$ cat config.mk
export PLATFORM = sky130hd
export DESIGN_NAME = chess_display_top
export DESIGN_NICKNAME = d
export VERILOG_FILES = /design/src/logic/chess_pkg.sv /design/src/logic/piece_glyph_rom.sv /design/src/logic/pixel_renderer.sv /design/src/logic/board_state.sv /design/src/logic/apb_board_regs.sv /design/src/logic/chess_display_top.sv
export SDC_FILE = /design/constraint.sdc
export NUM_CORES = 1
export LEC_CHECK = 0
export BUFFER_PORTS_ARGS = -buffer_cell sky130_fd_sc_hd__buf_4
export CORE_ASPECT_RATIO = 1.1
export CORE_UTILIZATION = 40
export CTS_CLUSTER_SIZE = 40
export DETAILED_ROUTE_END_ITERATION = 10
export MAX_ROUTING_LAYER = met4
export RECOVER_POWER = 25
export SYNTH_ARGS = -nofsm -noshare
export SYNTH_HDL_FRONTEND = slang
export SYNTH_SLANG_ARGS = --single-unit
$ cat constraint.sdc
create_clock -name clock -period 6.6 [get_ports clock]
set_input_delay 0 -clock clock [delete_from_list [all_inputs] [get_ports clock]]
set_output_delay 0 -clock clock [all_outputs]
set_load 0.005 [all_outputs]
$ cat src/logic/chess_pkg.sv
package chess_pkg;

    ////////////////////////////////////////////////////////////////////
    // board encoding

    typedef logic [5:0] square_idx_t;   // row * 8 + column, row 0 is black back rank
    typedef logic [2:0] piece_t;
    typedef logic       side_t;

    localparam piece_t PIECE_EMPTY  = 3'd0;
    localparam piece_t PIECE_PAWN   = 3'd1;
    localparam piece_t PIECE_BISHOP = 3'd2;
    localparam piece_t PIECE_KNIGHT = 3'd3;
    localparam piece_t PIECE_ROOK   = 3'd4;
    localparam piece_t PIECE_QUEEN  = 3'd5;
    localparam piece_t PIECE_KING   = 3'd6;

    localparam side_t SIDE_WHITE = 1'b0;
    localparam side_t SIDE_BLACK = 1'b1;

    typedef struct packed {
        side_t  side;
        piece_t piece;
    } square_t;

    typedef struct packed {
        logic        valid;
        square_idx_t from;
        square_idx_t to;
        square_t     placed;
    } move_cmd_t;

    typedef logic [63:0] avail_mask_t;  // one bit per square index

    ////////////////////////////////////////////////////////////////////
    // display

    typedef logic [15:0] rgb565_t;
    typedef logic [12:0] pixel_idx_t;

    localparam rgb565_t COL_MARGIN      = 16'h0000;
    localparam rgb565_t COL_LIGHT_SQ    = 16'hFFFF;
    localparam rgb565_t COL_DARK_SQ     = 16'h9262;   // brown
    localparam rgb565_t COL_AVAIL       = 16'hF7E2;   // yellow
    localparam rgb565_t COL_WHITE_PIECE = 16'h26DD;   // drawn blue
    localparam rgb565_t COL_BLACK_PIECE = 16'h0000;

    ////////////////////////////////////////////////////////////////////
    // APB

    typedef struct packed {
        logic        psel;
        logic        penable;
        logic        pwrite;
        logic [11:0] paddr;
        logic [31:0] pwdata;
    } apb_req_t;

    typedef struct packed {
        logic        pready;
        logic [31:0] prdata;
        logic        pslverr;
    } apb_rsp_t;

    localparam logic [11:0] REG_CTRL        = 12'h000;  // bit 0 viewing player
    localparam logic [11:0] REG_MOVE        = 12'h004;
    localparam logic [11:0] REG_AVAIL_LO    = 12'h008;
    localparam logic [11:0] REG_AVAIL_HI    = 12'h00C;
    localparam logic [11:0] REG_SQUARE_BASE = 12'h100;  // read only, base + 4 * index

endpackage

$ cat src/logic/piece_glyph_rom.sv
`timescale 1ns/1ns

module piece_glyph_rom
    import chess_pkg::*;
(
    input  piece_t     piece,
    input  logic [2:0] glyph_row,
    output logic [7:0] row_bits
);

    // rows listed 7 down to 0, bit k of a row is column k
    localparam logic [7:0][7:0] PAWN_ART = {
        8'h7E, 8'h18, 8'h18, 8'h18, 8'h3C, 8'h3C, 8'h18, 8'h00
    };
    localparam logic [7:0][7:0] BISHOP_ART = {
        8'h7E, 8'h3C, 8'h7E, 8'h6E, 8'h5E, 8'h3C, 8'h18, 8'h00
    };
    localparam logic [7:0][7:0] KNIGHT_ART = {
        8'h7E, 8'h38, 8'h72, 8'h7E, 8'h7A, 8'h3C, 8'h08, 8'h00
    };
    localparam logic [7:0][7:0] ROOK_ART = {
        8'h7E, 8'h3C, 8'h18, 8'h18, 8'h7E, 8'h7E, 8'h5A, 8'h00
    };
    localparam logic [7:0][7:0] QUEEN_ART = {
        8'h7E, 8'h18, 8'h3C, 8'h5A, 8'h5A, 8'h7E, 8'h18, 8'h00
    };
    localparam logic [7:0][7:0] KING_ART = {
        8'h7E, 8'h3C, 8'h7E, 8'h5A, 8'h5A, 8'h00, 8'h5A, 8'h00   // row 2 left open
    };

    always_comb
    begin
        case (piece)
            PIECE_PAWN:   row_bits = PAWN_ART[glyph_row];
            PIECE_BISHOP: row_bits = BISHOP_ART[glyph_row];
            PIECE_KNIGHT: row_bits = KNIGHT_ART[glyph_row];
            PIECE_ROOK:   row_bits = ROOK_ART[glyph_row];
            PIECE_QUEEN:  row_bits = QUEEN_ART[glyph_row];
            PIECE_KING:   row_bits = KING_ART[glyph_row];
            default:      row_bits = 8'h00;     // empty and spare code
        endcase
    end

endmodule

$ cat src/logic/pixel_renderer.sv
`timescale 1ns/1ns

module pixel_renderer
    import chess_pkg::*;
#(
    parameter int SCREEN_WIDTH = 96,
    parameter int BOARD_LEFT   = 16
)
(
    input  logic        clock,
    input  logic        rst_n,
    input  logic        pixel_req,
    input  pixel_idx_t  pixel_index,
    input  logic        player,
    input  avail_mask_t avail,
    output square_idx_t sq_addr,
    input  square_t     sq_data,
    output logic        pixel_valid,
    output rgb565_t     pixel_colour
);

    ////////////////////////////////////////////////////////////////////
    // stage 1: index to square

    pixel_idx_t  x;
    pixel_idx_t  y;
    pixel_idx_t  board_x;
    logic [2:0]  col;
    logic [2:0]  row;
    square_idx_t screen_sq;

    assign x       = pixel_idx_t'(pixel_index % SCREEN_WIDTH);
    assign y       = pixel_idx_t'(pixel_index / SCREEN_WIDTH);
    assign board_x = x - pixel_idx_t'(BOARD_LEFT);
    assign col     = board_x[5:3];
    assign row     = y[5:3];

    assign screen_sq = {row, col};
    assign sq_addr   = player ? (6'd63 - screen_sq) : screen_sq;   // second player view

    logic       s1_valid;
    logic       s1_margin;
    logic       s1_avail;
    logic       s1_dark;
    square_t    s1_square;
    logic [2:0] s1_glyph_row;
    logic [2:0] s1_glyph_col;

    always_ff @(posedge clock)
    begin
        if (!rst_n)
            s1_valid <= 1'b0;
        else
            s1_valid <= pixel_req;
    end

    always_ff @(posedge clock)
    begin
        s1_margin    <= (x < BOARD_LEFT) || (x >= BOARD_LEFT + 64);
        s1_avail     <= avail[sq_addr];
        s1_dark      <= row[0] ^ col[0];    // odd row + col
        s1_square    <= sq_data;
        s1_glyph_row <= y[2:0];
        s1_glyph_col <= x[2:0];
    end

    ////////////////////////////////////////////////////////////////////
    // stage 2: glyph lookup and colour pick

    logic [7:0] row_bits;
    rgb565_t    colour;

    piece_glyph_rom u_glyph_rom (
        .piece     (s1_square.piece),
        .glyph_row (s1_glyph_row),
        .row_bits  (row_bits)
    );

    always_comb
    begin
        if (s1_margin)
            colour = COL_MARGIN;
        else if (s1_avail)
            colour = COL_AVAIL;                 // highlight hides the piece
        else if (s1_square.piece != PIECE_EMPTY && row_bits[s1_glyph_col])
            colour = (s1_square.side == SIDE_BLACK) ? COL_BLACK_PIECE : COL_WHITE_PIECE;
        else if (s1_dark)
            colour = COL_DARK_SQ;
        else
            colour = COL_LIGHT_SQ;
    end

    always_ff @(posedge clock)
    begin
        if (!rst_n)
            pixel_valid <= 1'b0;
        else
            pixel_valid <= s1_valid;
    end

    always_ff @(posedge clock)
    begin
        pixel_colour <= colour;
    end

endmodule

$ cat src/logic/board_state.sv
`timescale 1ns/1ns

module board_state
    import chess_pkg::*;
(
    input  logic        clock,
    input  logic        rst_n,
    input  move_cmd_t   move,
    input  square_idx_t bus_sq_addr,
    output square_t     bus_sq_data,
    input  square_idx_t render_sq_addr,
    output square_t     render_sq_data
);

    square_t squares [64];

    // back rank order, same for both sides
    function automatic piece_t back_rank(logic [2:0] col);
        piece_t p;
        case (col)
            3'd0, 3'd7: p = PIECE_ROOK;
            3'd1, 3'd6: p = PIECE_KNIGHT;
            3'd2, 3'd5: p = PIECE_BISHOP;
            3'd3:       p = PIECE_KING;
            default:    p = PIECE_QUEEN;
        endcase
        return p;
    endfunction

    function automatic square_t start_square(square_idx_t idx);
        square_t sq;
        sq = '{side: SIDE_WHITE, piece: PIECE_EMPTY};
        case (idx[5:3])
            3'd0:    sq = '{side: SIDE_BLACK, piece: back_rank(idx[2:0])};
            3'd1:    sq = '{side: SIDE_BLACK, piece: PIECE_PAWN};
            3'd6:    sq = '{side: SIDE_WHITE, piece: PIECE_PAWN};
            3'd7:    sq = '{side: SIDE_WHITE, piece: back_rank(idx[2:0])};
            default: sq = '{side: SIDE_WHITE, piece: PIECE_EMPTY};
        endcase
        return sq;
    endfunction

    ////////////////////////////////////////////////////////////////////
    // square store

    always_ff @(posedge clock)
    begin
        if (!rst_n)
        begin
            for (int i = 0; i < 64; i++)
                squares[i] <= start_square(square_idx_t'(i));
        end
        else if (move.valid)
        begin
            squares[move.from] <= '{side: SIDE_WHITE, piece: PIECE_EMPTY};
            squares[move.to]   <= move.placed;    // later write wins when from == to
        end
    end

    assign bus_sq_data    = squares[bus_sq_addr];
    assign render_sq_data = squares[render_sq_addr];

endmodule

$ cat src/logic/apb_board_regs.sv
`timescale 1ns/1ns

module apb_board_regs
    import chess_pkg::*;
(
    input  logic        clock,
    input  logic        rst_n,
    input  apb_req_t    apb_req,
    output apb_rsp_t    apb_rsp,
    output move_cmd_t   move,
    output avail_mask_t avail,
    output logic        player,
    output square_idx_t bus_sq_addr,
    input  square_t     bus_sq_data
);

    logic        access;
    logic        sq_hit;
    logic        wr_ok;
    logic        rd_ok;
    logic [31:0] rd_data;

    logic        player_q;
    logic [31:0] avail_lo;
    logic [31:0] avail_hi;
    logic        move_valid;
    square_idx_t move_from;
    square_idx_t move_to;
    square_t     move_placed;

    assign access = apb_req.psel && apb_req.penable;

    // square window 0x100..0x1FC, word aligned
    assign sq_hit      = (apb_req.paddr[11:8] == REG_SQUARE_BASE[11:8]) &&
                         (apb_req.paddr[1:0] == 2'b00);
    assign bus_sq_addr = apb_req.paddr[7:2];

    ////////////////////////////////////////////////////////////////////
    // read mux and error decode

    always_comb
    begin
        rd_data = '0;
        wr_ok   = 1'b1;
        rd_ok   = 1'b1;
        case (apb_req.paddr)
            REG_CTRL:     rd_data = {31'b0, player_q};
            REG_MOVE:     rd_data = '0;            // command strobe, reads zero
            REG_AVAIL_LO: rd_data = avail_lo;
            REG_AVAIL_HI: rd_data = avail_hi;
            default:
            begin
                wr_ok = 1'b0;                      // squares are read only
                if (sq_hit)
                    rd_data = {28'b0, bus_sq_data};
                else
                    rd_ok = 1'b0;
            end
        endcase
    end

    assign apb_rsp.pready  = 1'b1;                 // no wait states
    assign apb_rsp.prdata  = rd_data;
    assign apb_rsp.pslverr = access && (apb_req.pwrite ? !wr_ok : !rd_ok);

    ////////////////////////////////////////////////////////////////////
    // register writes

    always_ff @(posedge clock)
    begin
        if (!rst_n)
        begin
            player_q   <= 1'b0;
            avail_lo   <= '0;
            avail_hi   <= '0;
            move_valid <= 1'b0;
        end
        else
        begin
            move_valid <= access && apb_req.pwrite && (apb_req.paddr == REG_MOVE);
            if (access && apb_req.pwrite)
            begin
                case (apb_req.paddr)
                    REG_CTRL:     player_q <= apb_req.pwdata[0];
                    REG_AVAIL_LO: avail_lo <= apb_req.pwdata;
                    REG_AVAIL_HI: avail_hi <= apb_req.pwdata;
                    default:      ;
                endcase
            end
        end
    end

    // move payload, qualified by move_valid
    always_ff @(posedge clock)
    begin
        if (access && apb_req.pwrite && (apb_req.paddr == REG_MOVE))
        begin
            move_from   <= apb_req.pwdata[5:0];
            move_to     <= apb_req.pwdata[13:8];
            move_placed <= apb_req.pwdata[19:16];  // side in bit 19
        end
    end

    assign move   = '{valid: move_valid, from: move_from, to: move_to, placed: move_placed};
    assign avail  = {avail_hi, avail_lo};
    assign player = player_q;

endmodule

$ cat src/logic/chess_display_top.sv
`timescale 1ns/1ns

module chess_display_top
    import chess_pkg::*;
#(
    parameter int SCREEN_WIDTH = 96,
    parameter int BOARD_LEFT   = 16
)
(
    input  logic       clock,
    input  logic       rst_n,
    input  apb_req_t   apb_req,
    output apb_rsp_t   apb_rsp,
    input  logic       pixel_req,
    input  pixel_idx_t pixel_index,
    output logic       pixel_valid,
    output rgb565_t    pixel_colour
);

    move_cmd_t   move;
    avail_mask_t avail;
    logic        player;
    square_idx_t bus_sq_addr;
    square_t     bus_sq_data;
    square_idx_t render_sq_addr;
    square_t     render_sq_data;

    apb_board_regs u_regs (
        .clock       (clock),
        .rst_n       (rst_n),
        .apb_req     (apb_req),
        .apb_rsp     (apb_rsp),
        .move        (move),
        .avail       (avail),
        .player      (player),
        .bus_sq_addr (bus_sq_addr),
        .bus_sq_data (bus_sq_data)
    );

    board_state u_board (
        .clock          (clock),
        .rst_n          (rst_n),
        .move           (move),
        .bus_sq_addr    (bus_sq_addr),
        .bus_sq_data    (bus_sq_data),
        .render_sq_addr (render_sq_addr),
        .render_sq_data (render_sq_data)
    );

    pixel_renderer #(
        .SCREEN_WIDTH (SCREEN_WIDTH),
        .BOARD_LEFT   (BOARD_LEFT)
    ) u_renderer (
        .clock        (clock),
        .rst_n        (rst_n),
        .pixel_req    (pixel_req),
        .pixel_index  (pixel_index),
        .player       (player),
        .avail        (avail),
        .sq_addr      (render_sq_addr),
        .sq_data      (render_sq_data),
        .pixel_valid  (pixel_valid),
        .pixel_colour (pixel_colour)
    );

endmodule

==> qor_table.md, run 1 <==
| Parameter | Value |
| --- | --- |
| P_leak | 8.95 nW |
| DP HPWL | 45100 um |
| Result of the run | finished with violations |
| Final Skew | 0.0203 ns |
| Clock input transition at the sequential cells of the worst setup and hold paths | 0.06 ns |
| Critical setup path kind | input pin to flip-flop |
| Total number of yosys warnings | 0 |
| Most used standard cell by instance count after synthesis | nand2_1 |
| Critical path capture point type | flip-flop |
| Critical path origin | rst_n |
| Number of vias in the routed layout | 16.3k |
| Final critical-path required period | 4.92 ns |
| Area of the multi-input gates | 10300 um^2 |
| Total number of clock tree sinks | 372 |
| Number of rows created at floorplan | 88 |
| Overall die area | 53900 um^2 |
| Sw power | 0.00146 W |
| Ratio of cells with drive above 1 in the final layout | 20.5% |
| Source-to-sink clock delay at the later pin of the worst-skew pair | 0.56 ns |
| Total Wirelength | 67700 um |
| Core Util, Final | 46.4% |
| Maximum clock frequency | 203 MHz |
| Combinational power share | 13.0% |
| Global-route wire length before repair | 101000 um |
| Diode count | 0 |
| Async set-reset flop share out of synthesis | 0% |
| First DRT Iteration DRCs | 1892 |
| Synth Cell Area | 21200 um^2 |
| Critical path's slowest cell | clkbuf_1 |
| Sum of overflow across all layers after global routing | 0 |
| Buffer type at the clock tree root | clkbuf_16 |
| Actual transition at the worst max-transition pin | 3.33 ns |
| Critical path launch point type | input pin |
| Cell types with the highest counts after synthesis | nand2_1 (288), edfxtp_1 (272), mux4_2 (151), clkbuf_1 (148), and3_1 (142) |
| Fill count | 4739 |
| Clock tree buffer depth | 3 |
| PwrDens | 239 nW/um^2 |
| Syn Inst Count | 1869 |
| CTS tree | built |
| CORE AREA | 52400 um^2 |
| H-tree Lvls | 2 |
| Sequential share of the synthesized area | 48.0% |
| Predominant post-synthesis flop cell | edfxtp_1 |
| Footprint of the flip-flops and latches | 10200 um^2 |
| DRT antenna net count | 0 |
| Largest voltage drop on the vdd net | 168 uV |
| Effective utilization at floorplan | 40.4% |
| Average cell area after synthesis | 11.3 um^2 |
| Relative slew slack | -122% |
| Final Hold Vio Count | 0 |
| Clock Power Share | 41.1% |
| Arrival time of data at the critical path endpoint | 5.12 ns |
| Hold wc startpoint | pixel_index[8] |
| Die W | 221 um |
| Top-area cell type share of the netlist area | 38.5% |
| Tot GR Track Use | 25.6% |
| Internal power contribution | 0.00434 W |
| RSZ-0062 raised after global routing | no |
| Number of gates given a new drive strength after cts | 0 |
| Total iterations of the first detailed-routing run | 6 |
| Count of input and output buffers | 112 |
| Post-route clock period utilization | 74.6% |
| Maximum fanout encountered on the critical timing path | 56 |
| Cell type with the highest aggregate area in the netlist | edfxtp_1 |
| Net count reported at finish | 1992 |
| Die height | 243 um |
| Final routed wire length divided by cell count | 25.7 um |
| Violations in the final reports | max-capacitance violations, max-slew violations |
| Setup violators final | 0 |
| Worst min-delay path category | input pin to flip-flop |
| Placed cell areas | 22500 um^2 |
| Antenna violations before repair | 0 |
| Buffers inserted by post-CTS timing repair | 0 |
| Number of storage elements in the synthesis netlist | 372 |
| Crit path required time | 6.80 ns |
| DRC | 0 |
| Reg-to-reg critical path startpoint | u_regs.player |
| Biggest cell delay along the critical path | 2.29 ns |
| Share of total power in sequential cells | 45.9% |
| Number of buffers created by CTS | 40 |
| CP cell instances | clkbuf_1 > nand2_1 > or2_2 > nor3_1 > clkbuf_1 > nand2_1 > nand3_1 |
| Via count of the first global-routing pass | 15.7k |
| Pins over their slew limit | 107 |
| Post-synth EDFFs | 272 |
| Number of distinct library cell variants in the gate-level netlist after synthesis | 84 |
| Layout overhead on the synthesized area | 14.7% |
| Accumulated negative setup slack | 0 ns |
| Post-route cell area | 24300 um^2 |
| Maximum number of pins on one net before global-route repair | 66 |
| Number of nets in the synthesized netlist | 1938 |
| Routability congestion estimate from global placement | 0.913 |
| Hold-fix buffer count after cts | 50 |
| Ranking of synthesized cells by area | edfxtp_1 (39%), mux4_2 (16%), dfxtp_1 (9.4%), nand2_1 (5.1%), and3_1 (4.2%) |
| Switching Fraction | 25.2% |
| DR vias/cell | 6.19 |
| Number of top-level pins | 114 |
| Slack of the worst reg-to-reg path | 3.04 ns |
| Max-capacitance violation count | 3 |
[logic make-up (layout without fill, tap and decap cells)]
group / Yosys count / count (layout) / synth area share, %
flops: 372 / 372 / 48.0
fa+ha+maj: 6 / 6 / 0.354
mux: 245 / 245 / 20.7
xor+xnor: 14 / 14 / 0.685
simple gates: 766 / 766 / 17.9
compound gates: 264 / 264 / 8.34
other cells: 1 / 1 / 0.0177
buf+inv: 201 / 287 / 4.06
[flip-flops by register name (all words and copies together) (netlist names), named ones only]
name,flops
u_regs.move_from,6
u_regs.move_to,6
u_renderer.s1_glyph_col,3
u_renderer.pixel_valid,1
u_regs.avail_lo,32
u_renderer.s1_margin,1
u_renderer.s1_dark,1
u_regs.player,1
u_renderer.s1_square,4
u_renderer.s1_valid,1
u_regs.avail_hi,32
u_renderer.s1_avail,1
u_board.squares,256
u_regs.move_valid,1
u_regs.move,4
u_renderer.pixel_colour,6
[final timing paths]
check	end	depth (start not counted)
worst max register to register	u_renderer.s1_square[1]	9
worst min-delay path	u_renderer.s1_dark	3
worst min register to register	u_renderer.pixel_valid	1
worst max-delay path	u_board.squares[0][0]	7
[critical path: cells and delay by family]
kind                   cells  cell delay [ns]
buffers and inverters      2             3.50
AND/OR/NAND/NOR            5             1.53
[final cells by class]
class,instances,area share (%)
Multi-Input combinational cell,1296,42.4
Sequential cell,372,41.9
Timing Repair Buffer,203,6.47
Clock buffer,53,4.66
Tap cell,675,3.48
Clock inverter,21,1.00
Inverter,10,0.155
[routing by layer]
layer | up-vias | routed length, um | GRT usage [%]
li1 | 7083 | - | -
met1 | 8101 | 26000 | 31.7
met2 | 926 | 33300 | 42.6
met3 | 161 | 5610 | 3.63
met4 | 0 | 2810 | 9.48
met5 | - | 0 | -
[cell usage in the layout, fill, tap and decap left out, types with 6 or more instances in the layout]
cell	count
a211oi_1	10
a21oi_1	100
a221o_1	16
a31oi_1	14
and2_0	24
and2_1	48
and3_1	142
buf_4	105
clkbuf_1	32
clkbuf_16	42
clkbuf_4	21
clkinv_1	6
dfxtp_1	100
dlygate4sd3_1	50
edfxtp_1	272
ha_1	6
inv_1	10
mux2_2	16
mux2i_1	75
mux4_2	151
nand2_1	288
nand2b_1	12
nand3_1	66
nand3b_1	11
nor2_1	112
nor2b_1	10
nor3_1	12
o211ai_1	8
o21a_1	46
o21ai_0	23
[power by group through the flow]
stage | Clock (W) | Sequential (W) | Combinational [W]
2_1_floorplan | 0 | 0.00267 | 0.000519
3_3_place_gp | 0 | 0.00271 | 0.000720
3_5_place_dp | 0 | 0.00271 | 0.000727
4_1_cts | 0.00241 | 0.00266 | 0.000756
5_1_grt | 0.00249 | 0.00267 | 0.000805
6_report | 0.00238 | 0.00266 | 0.000755
[per-stage QoR]
stage | std cells | setup WS, ns | hold slack (ns) | power [W]
4_1_cts | 2630 | 2.74 | 0.0177 | 0.00582
5_1_grt | 2630 | 1.50 | 0.0695 | 0.00596
2_1_floorplan | 1869 | 3.17 | 0.0277 | 0.00319
6_report | 2630 | 1.68 | 0.0403 | 0.00580
3_3_place_gp | 2506 | 2.59 | 0.106 | 0.00343
3_5_place_dp | 2506 | 2.57 | 0.106 | 0.00344
Power figures use the tool's default switching activity.
==> run 2, diff against run 1 <==
==> constraint.sdc (replaced) <==
create_clock -name clock -period 4.56 [get_ports clock]
set_input_delay 0 -clock clock [delete_from_list [all_inputs] [get_ports clock]]
set_output_delay 0 -clock clock [all_outputs]
set_load 0.005 [all_outputs]
==> qor_table.md, run 2 (synthesis results as in run 1) <==
| Parameter | Value |
| --- | --- |
| Overall die area | 53900 um^2 |
| Accumulated negative setup slack | 0 ns |
| Largest voltage drop on the vdd net | 240 uV |
| Die height | 243 um |
| Number of top-level pins | 114 |
| Final Skew | 0.0214 ns |
| Effective utilization at floorplan | 40.4% |
| Largest registers | u_board.squares x256, u_regs.avail_hi x32, u_regs.avail_lo x32 |
| Buffering stage count on the worst path with inverters included | 3 |
| Slack of the worst reg-to-reg path | 1.11 ns |
| Routability congestion estimate from global placement | 0.938 |
| Actual transition at the worst max-transition pin | 1.70 ns |
| Levels on crit path | 8 |
| Cell depth of the worst hold path | 4 |
| Worst min-delay path category | input pin to flip-flop |
| Endpoint of the most critical register-to-register path | u_renderer.s1_square[2] |
| Biggest cell delay along the critical path | 1.22 ns |
| Final WS setup | 0.779 ns |
| Final critical-path required period | 3.78 ns |
| Max-capacitance violation count | 3 |
| H-tree Lvls | 2 |
| Hold wc startpoint | pixel_index[8] |
| Count of input and output buffers | 112 |
| Largest reg by FF count | u_board.squares |
| RSZ-0062 raised after global routing | no |
| Buffers inserted by post-CTS timing repair | 0 |
| Top library cells by usage in the layout, fill and taps aside | nand2_1 (288), edfxtp_1 (272), mux4_2 (151) |
| Number of cells traversed by the worst register-to-register path | 10 |
| Number of rows created at floorplan | 88 |
| Critical path launch point type | input pin |
| Critical path capture point type | flip-flop |
| Critical path's slowest cell | clkbuf_1 |
| CTS tree | built |
| Clock tree buffer depth | 3 |
| Crit path required time | 4.78 ns |
| Result of the run | finished with violations |
| Source-to-sink clock delay at the later pin of the worst-skew pair | 0.55 ns |
| CP cell instances | dlygate4sd3_1 > clkbuf_1 > nand2_1 > or2_2 > nor2_1 > clkbuf_1 > nand2_1 > nand3_1 |
| Violations in the final reports | max-capacitance violations, max-slew violations |
| Sum of overflow across all layers after global routing | 0 |
| Via count of the first global-routing pass | 15.7k |
| P_leak | 8.95 nW |
| Relative slew slack | -13.2% |
| Setup slack after placement | 0.657 ns |
| Maximum number of pins on one net before global-route repair | 70 |
| Clock input transition at the sequential cells of the worst setup and hold paths | 0.06 ns |
| Final routed wire length divided by cell count | 26.1 um |
| Delay-heaviest family, CP | buffers and inverters |
| Tot GR Track Use | 26.1% |
| Total iterations of the first detailed-routing run | 7 |
| Total Wirelength | 68600 um |
| Antenna violations before repair | 0 |
| Setup violators final | 0 |
| DRC | 0 |
| Layout overhead on the synthesized area | 14.6% |
| Buffer type at the clock tree root | clkbuf_16 |
| Ratio of cells with drive above 1 in the final layout | 20.8% |
| Die W | 221 um |
| Global-route wire length before repair | 103000 um |
| Reg-to-reg critical path startpoint | u_regs.player |
| Max FFs per register | 256 |
| Hold-fix buffer count after cts | 45 |
| Critical path origin | rst_n |
| CORE AREA | 52400 um^2 |
| Maximum clock frequency | 264 MHz |
| Pins over their slew limit | 119 |
| Crit path capture | u_board.squares[13][0] |
| Arrival time of data at the critical path endpoint | 4.00 ns |
| DP HPWL | 46100 um |
| Number of gates given a new drive strength after cts | 0 |
| DR vias/cell | 6.18 |
| Net count reported at finish | 1993 |
| Final Hold Vio Count | 0 |
| Critical setup path kind | input pin to flip-flop |
| DRT antenna net count | 0 |
| PwrDens | 345 nW/um^2 |
| First DRT Iteration DRCs | 1854 |
| Most frequent standard cell in the layout excluding fill and tap cells | nand2_1 |
| Number of vias in the routed layout | 16.2k |
| Total number of clock tree sinks | 372 |
| Post-route clock period utilization | 82.9% |
| Number of buffers created by CTS | 40 |
| Maximum fanout encountered on the critical timing path | 24 |
| Diode count | 0 |
==> run 2: cell count changes in the layout (fill, tap and decap cells not counted), moves of 3 or more <==
cell	change
and2_0	-3
and2_1	+3
buf_4	-17
clkbuf_1	-4
clkbuf_4	+21
clkinv_4	+3
dlygate4sd3_1	-5
==> run 2: layout make-up <==
cell class | count | area [um^2]
clock inverter | 23 | 285
sequential | 372 | 10200
tap | 675 | 845
inverter | 10 | 37.5
clock buffer | 47 | 1070
timing repair buffer | 204 | 1590
multi-input combinational | 1296 | 10300
fill | 4680 | 28100
==> run 2: tightest hold or removal path: stages <==
cell	delay [ns]
buf_4	0.17
a21oi_1	0.08
buf_4	0.17
xnor2_1	0.13
==> run 2: worst min-delay path by stage <==
stage | end | slack, ns
final | u_renderer.s1_dark | 0.02
after floorplan | u_renderer.s1_glyph_col[0] | 0.03
after detailed placement | u_renderer.s1_glyph_col[0] | 0.11
after CTS | u_renderer.s1_dark | 0.01
after global placement | u_renderer.s1_glyph_col[0] | 0.11
after global routing | u_renderer.s1_dark | 0.07
==> run 2: layer usage <==
layer / up-vias / part of all wire (%) / GRT usage (%)
met4: 0 / 4.7 / 11.4
met2: 922 / 48 / 42.4
met1: 8050 / 39 / 32.5
li1: 7082 / - / -
met5: - / 0 / -
met3: 189 / 8.4 / 3.80
==> run 2: per-stage QoR <==
stage	instance area, um^2	instances	total power [W]	hold WS (ns)	utilization [%]
2_1_floorplan	21200	1869	0.00461	0.0277	-
4_1_cts	24400	2627	0.00842	0.0123	46.5
6_report	24300	2627	0.00839	0.0237	46.3
5_1_grt	24300	2627	0.00860	0.0729	46.3
3_3_place_gp	22600	2512	0.00498	0.106	43.1
3_5_place_dp	22600	2512	0.00499	0.106	43.1
==> run 2: power breakdown <==
part / switching (W) / leakage, nW / total (W) / internal, W
clock network: 0.00141 / 0.651 / 0.00344 / 0.00202
registers: 0.000107 / 3.58 / 0.00385 / 0.00375
logic: 0.000596 / 4.72 / 0.00110 / 0.000502
==> run 3, diff against run 2 <==
==> constraint.sdc (replaced) <==
create_clock -name clock -period 3.2 [get_ports clock]
set_input_delay 0 -clock clock [delete_from_list [all_inputs] [get_ports clock]]
set_output_delay 0 -clock clock [all_outputs]
set_load 0.005 [all_outputs]
==> qor_table.md, run 3 (synthesis results as in run 1) <==
| Parameter | Value |
| --- | --- |
| Effective utilization at floorplan | 40.4% |
| Layout overhead on the synthesized area | 18.2% |
| DRT antenna net count | 0 |
| Final Hold Vio Count | 0 |
| Tot GR Track Use | 26.5% |
| Reg-to-reg critical path startpoint | u_regs.move_to[0] |
| P_leak | 9.44 nW |
| Cell Count, Final, Fillers Out | 2714 |
| Critical setup path kind | flip-flop to output port |
| Worst min-delay path category | input pin to flip-flop |
| Relative slew slack | -13.0% |
| Maximum fanout encountered on the critical timing path | 2 |
| Maximum clock frequency | 329 MHz |
| DR vias/cell | 6.07 |
| Maximum number of pins on one net before global-route repair | 66 |
| Largest registers | u_board.squares x256, u_regs.avail_hi x32, u_regs.avail_lo x32 |
| Setup violators final | 0 |
| Number of top-level pins | 114 |
| Hold wc startpoint | pixel_index[8] |
| Actual transition at the worst max-transition pin | 1.70 ns |
| H-tree Lvls | 2 |
| Critical path launch point type | flip-flop |
| Clock input transition at the sequential cells of the worst setup and hold paths | 0.06 ns |
| Area of the multi-input gates | 10300 um^2 |
| Number of rows created at floorplan | 88 |
| Largest reg by FF count | u_board.squares |
| Number of placed cells counting well taps | 2593 |
| Number of buffers created by CTS | 41 |
| Total number of clock tree sinks | 372 |
| Total iterations of the first detailed-routing run | 5 |
| CTS tree | built |
| Overall die area | 53900 um^2 |
| Number of vias in the routed layout | 16.5k |
| Endpoint of the most critical register-to-register path | u_board.squares[58][2] |
| Total Wirelength | 69800 um |
| Count of input and output buffers | 112 |
| Cell depth of the worst hold path | 4 |
| Sum of overflow across all layers after global routing | 0 |
| Final Power | 0.0121 W |
| Slack of the worst reg-to-reg path | 0.18 ns |
| CORE AREA | 52400 um^2 |
| Critical path capture point type | output port |
| Top library cells by usage in the layout, fill and taps aside | nand2_1 (288), edfxtp_1 (272), buf_4 (170) |
| Largest voltage drop on the vdd net | 359 uV |
| Fill count | 4702 |
| Ratio of cells with drive above 1 in the final layout | 23.8% |
| Routability congestion estimate from global placement | 0.952 |
| DP HPWL | 49200 um |
| Final routed wire length divided by cell count | 25.7 um |
| PwrDens | 481 nW/um^2 |
| Final Skew | 0.0269 ns |
| RSZ-0062 raised after global routing | no |
| Post-route clock period utilization | 94.9% |
| DRC | 0 |
| Die W | 221 um |
| Setup slack after placement | -0.143 ns |
| Source-to-sink clock delay at the later pin of the worst-skew pair | 0.55 ns |
| Crit path required time | 3.20 ns |
| Via count of the first global-routing pass | 16.1k |
| Clock tree buffer depth | 3 |
| Footprint of the flip-flops and latches | 10200 um^2 |
| Buffer type at the clock tree root | clkbuf_16 |
| Result of the run | finished with violations |
| Die height | 243 um |
| Antenna violations before repair | 2 |
| Final WS setup | 0.163 ns |
| Max-capacitance violation count | 2 |
| Most frequent standard cell in the layout excluding fill and tap cells | nand2_1 |
| Arrival time of data at the critical path endpoint | 3.04 ns |
| Pins over their slew limit | 59 |
| Global-route wire length before repair | 104000 um |
| Net count reported at finish | 2075 |
| First DRT Iteration DRCs | 2118 |
| Max FFs per register | 256 |
| Number of cells traversed by the worst register-to-register path | 4 |
| Final critical-path required period | 3.04 ns |
| Violations in the final reports | max-capacitance violations, max-slew violations |
run 3: through the flow:
step	setup TNS (ns)	util (%)	hold slack, ns	instance area [um^2]
global placement	-0.123	44.5	0.105	23300
floorplan	-0.0658	-	0.0277	21200
detailed placement	-0.226	44.5	0.106	23300
global route	0	47.8	0.0440	25000
finish	0	47.8	0.0380	25000
CTS	0	48.0	0.0148	25100
run 3: worst max-delay path, stage by stage (launching register included):
cell and delay (ns):
edfxtp_1 0.45, mux4_2 0.51, mux4_2 0.52, mux2i_1 0.23, nor2_1 0.07, a21oi_1 0.26
o22ai_1 0.18, buf_4 0.26
run 3: what timing repair did:
action / CTS / global route
gates resized for setup: 0 / 1
hold buffers: 43 / 0
buffers inserted: 0 / 2
setup endpoints to repair: 0 / 1
endpoints found under the hold margin: 102 / 0
run 3: worst max-delay path by stage:
stage / start / to / slack [ns] / cells past startpoint
floorplan: pixel_index[11] / u_renderer.s1_square[1] / -0.07 / 14
global placement: pixel_index[11] / u_renderer.s1_square[1] / -0.07 / 13
detailed placement: pixel_index[11] / u_renderer.s1_square[1] / -0.14 / 15
CTS: pixel_index[11] / u_renderer.s1_margin / 0.18 / 16
global route: pixel_index[11] / u_renderer.s1_margin / 0.01 / 17
finish: u_board.squares[2][3] / apb_rsp[4] / 0.16 / 7
run 3: per-layer routing:
layer	share of wire [%]	track usage (%)	vias up
met5	0	-	-
met4	3.8	9.70	0
met3	7.8	3.41	137
met2	49	43.5	812
met1	40	33.8	8268
li1	-	-	7256
run 3: cell type report:
type,count,share of cell area [%]
inverters,10,0.150
diodes,1,0.00999
flip-flops and latches,372,40.6
clock inverters,19,0.874
clock buffers,56,4.61
repair buffers,285,9.15
well taps,675,3.37
multi-input cells,1296,41.2
run 3: power breakdown:
group | switching, W | total (W) | internal [W]
clock | 0.00194 | 0.00487 | 0.00293
combinational | 0.000876 | 0.00169 | 0.000818
sequential | 0.000151 | 0.00549 | 0.00534
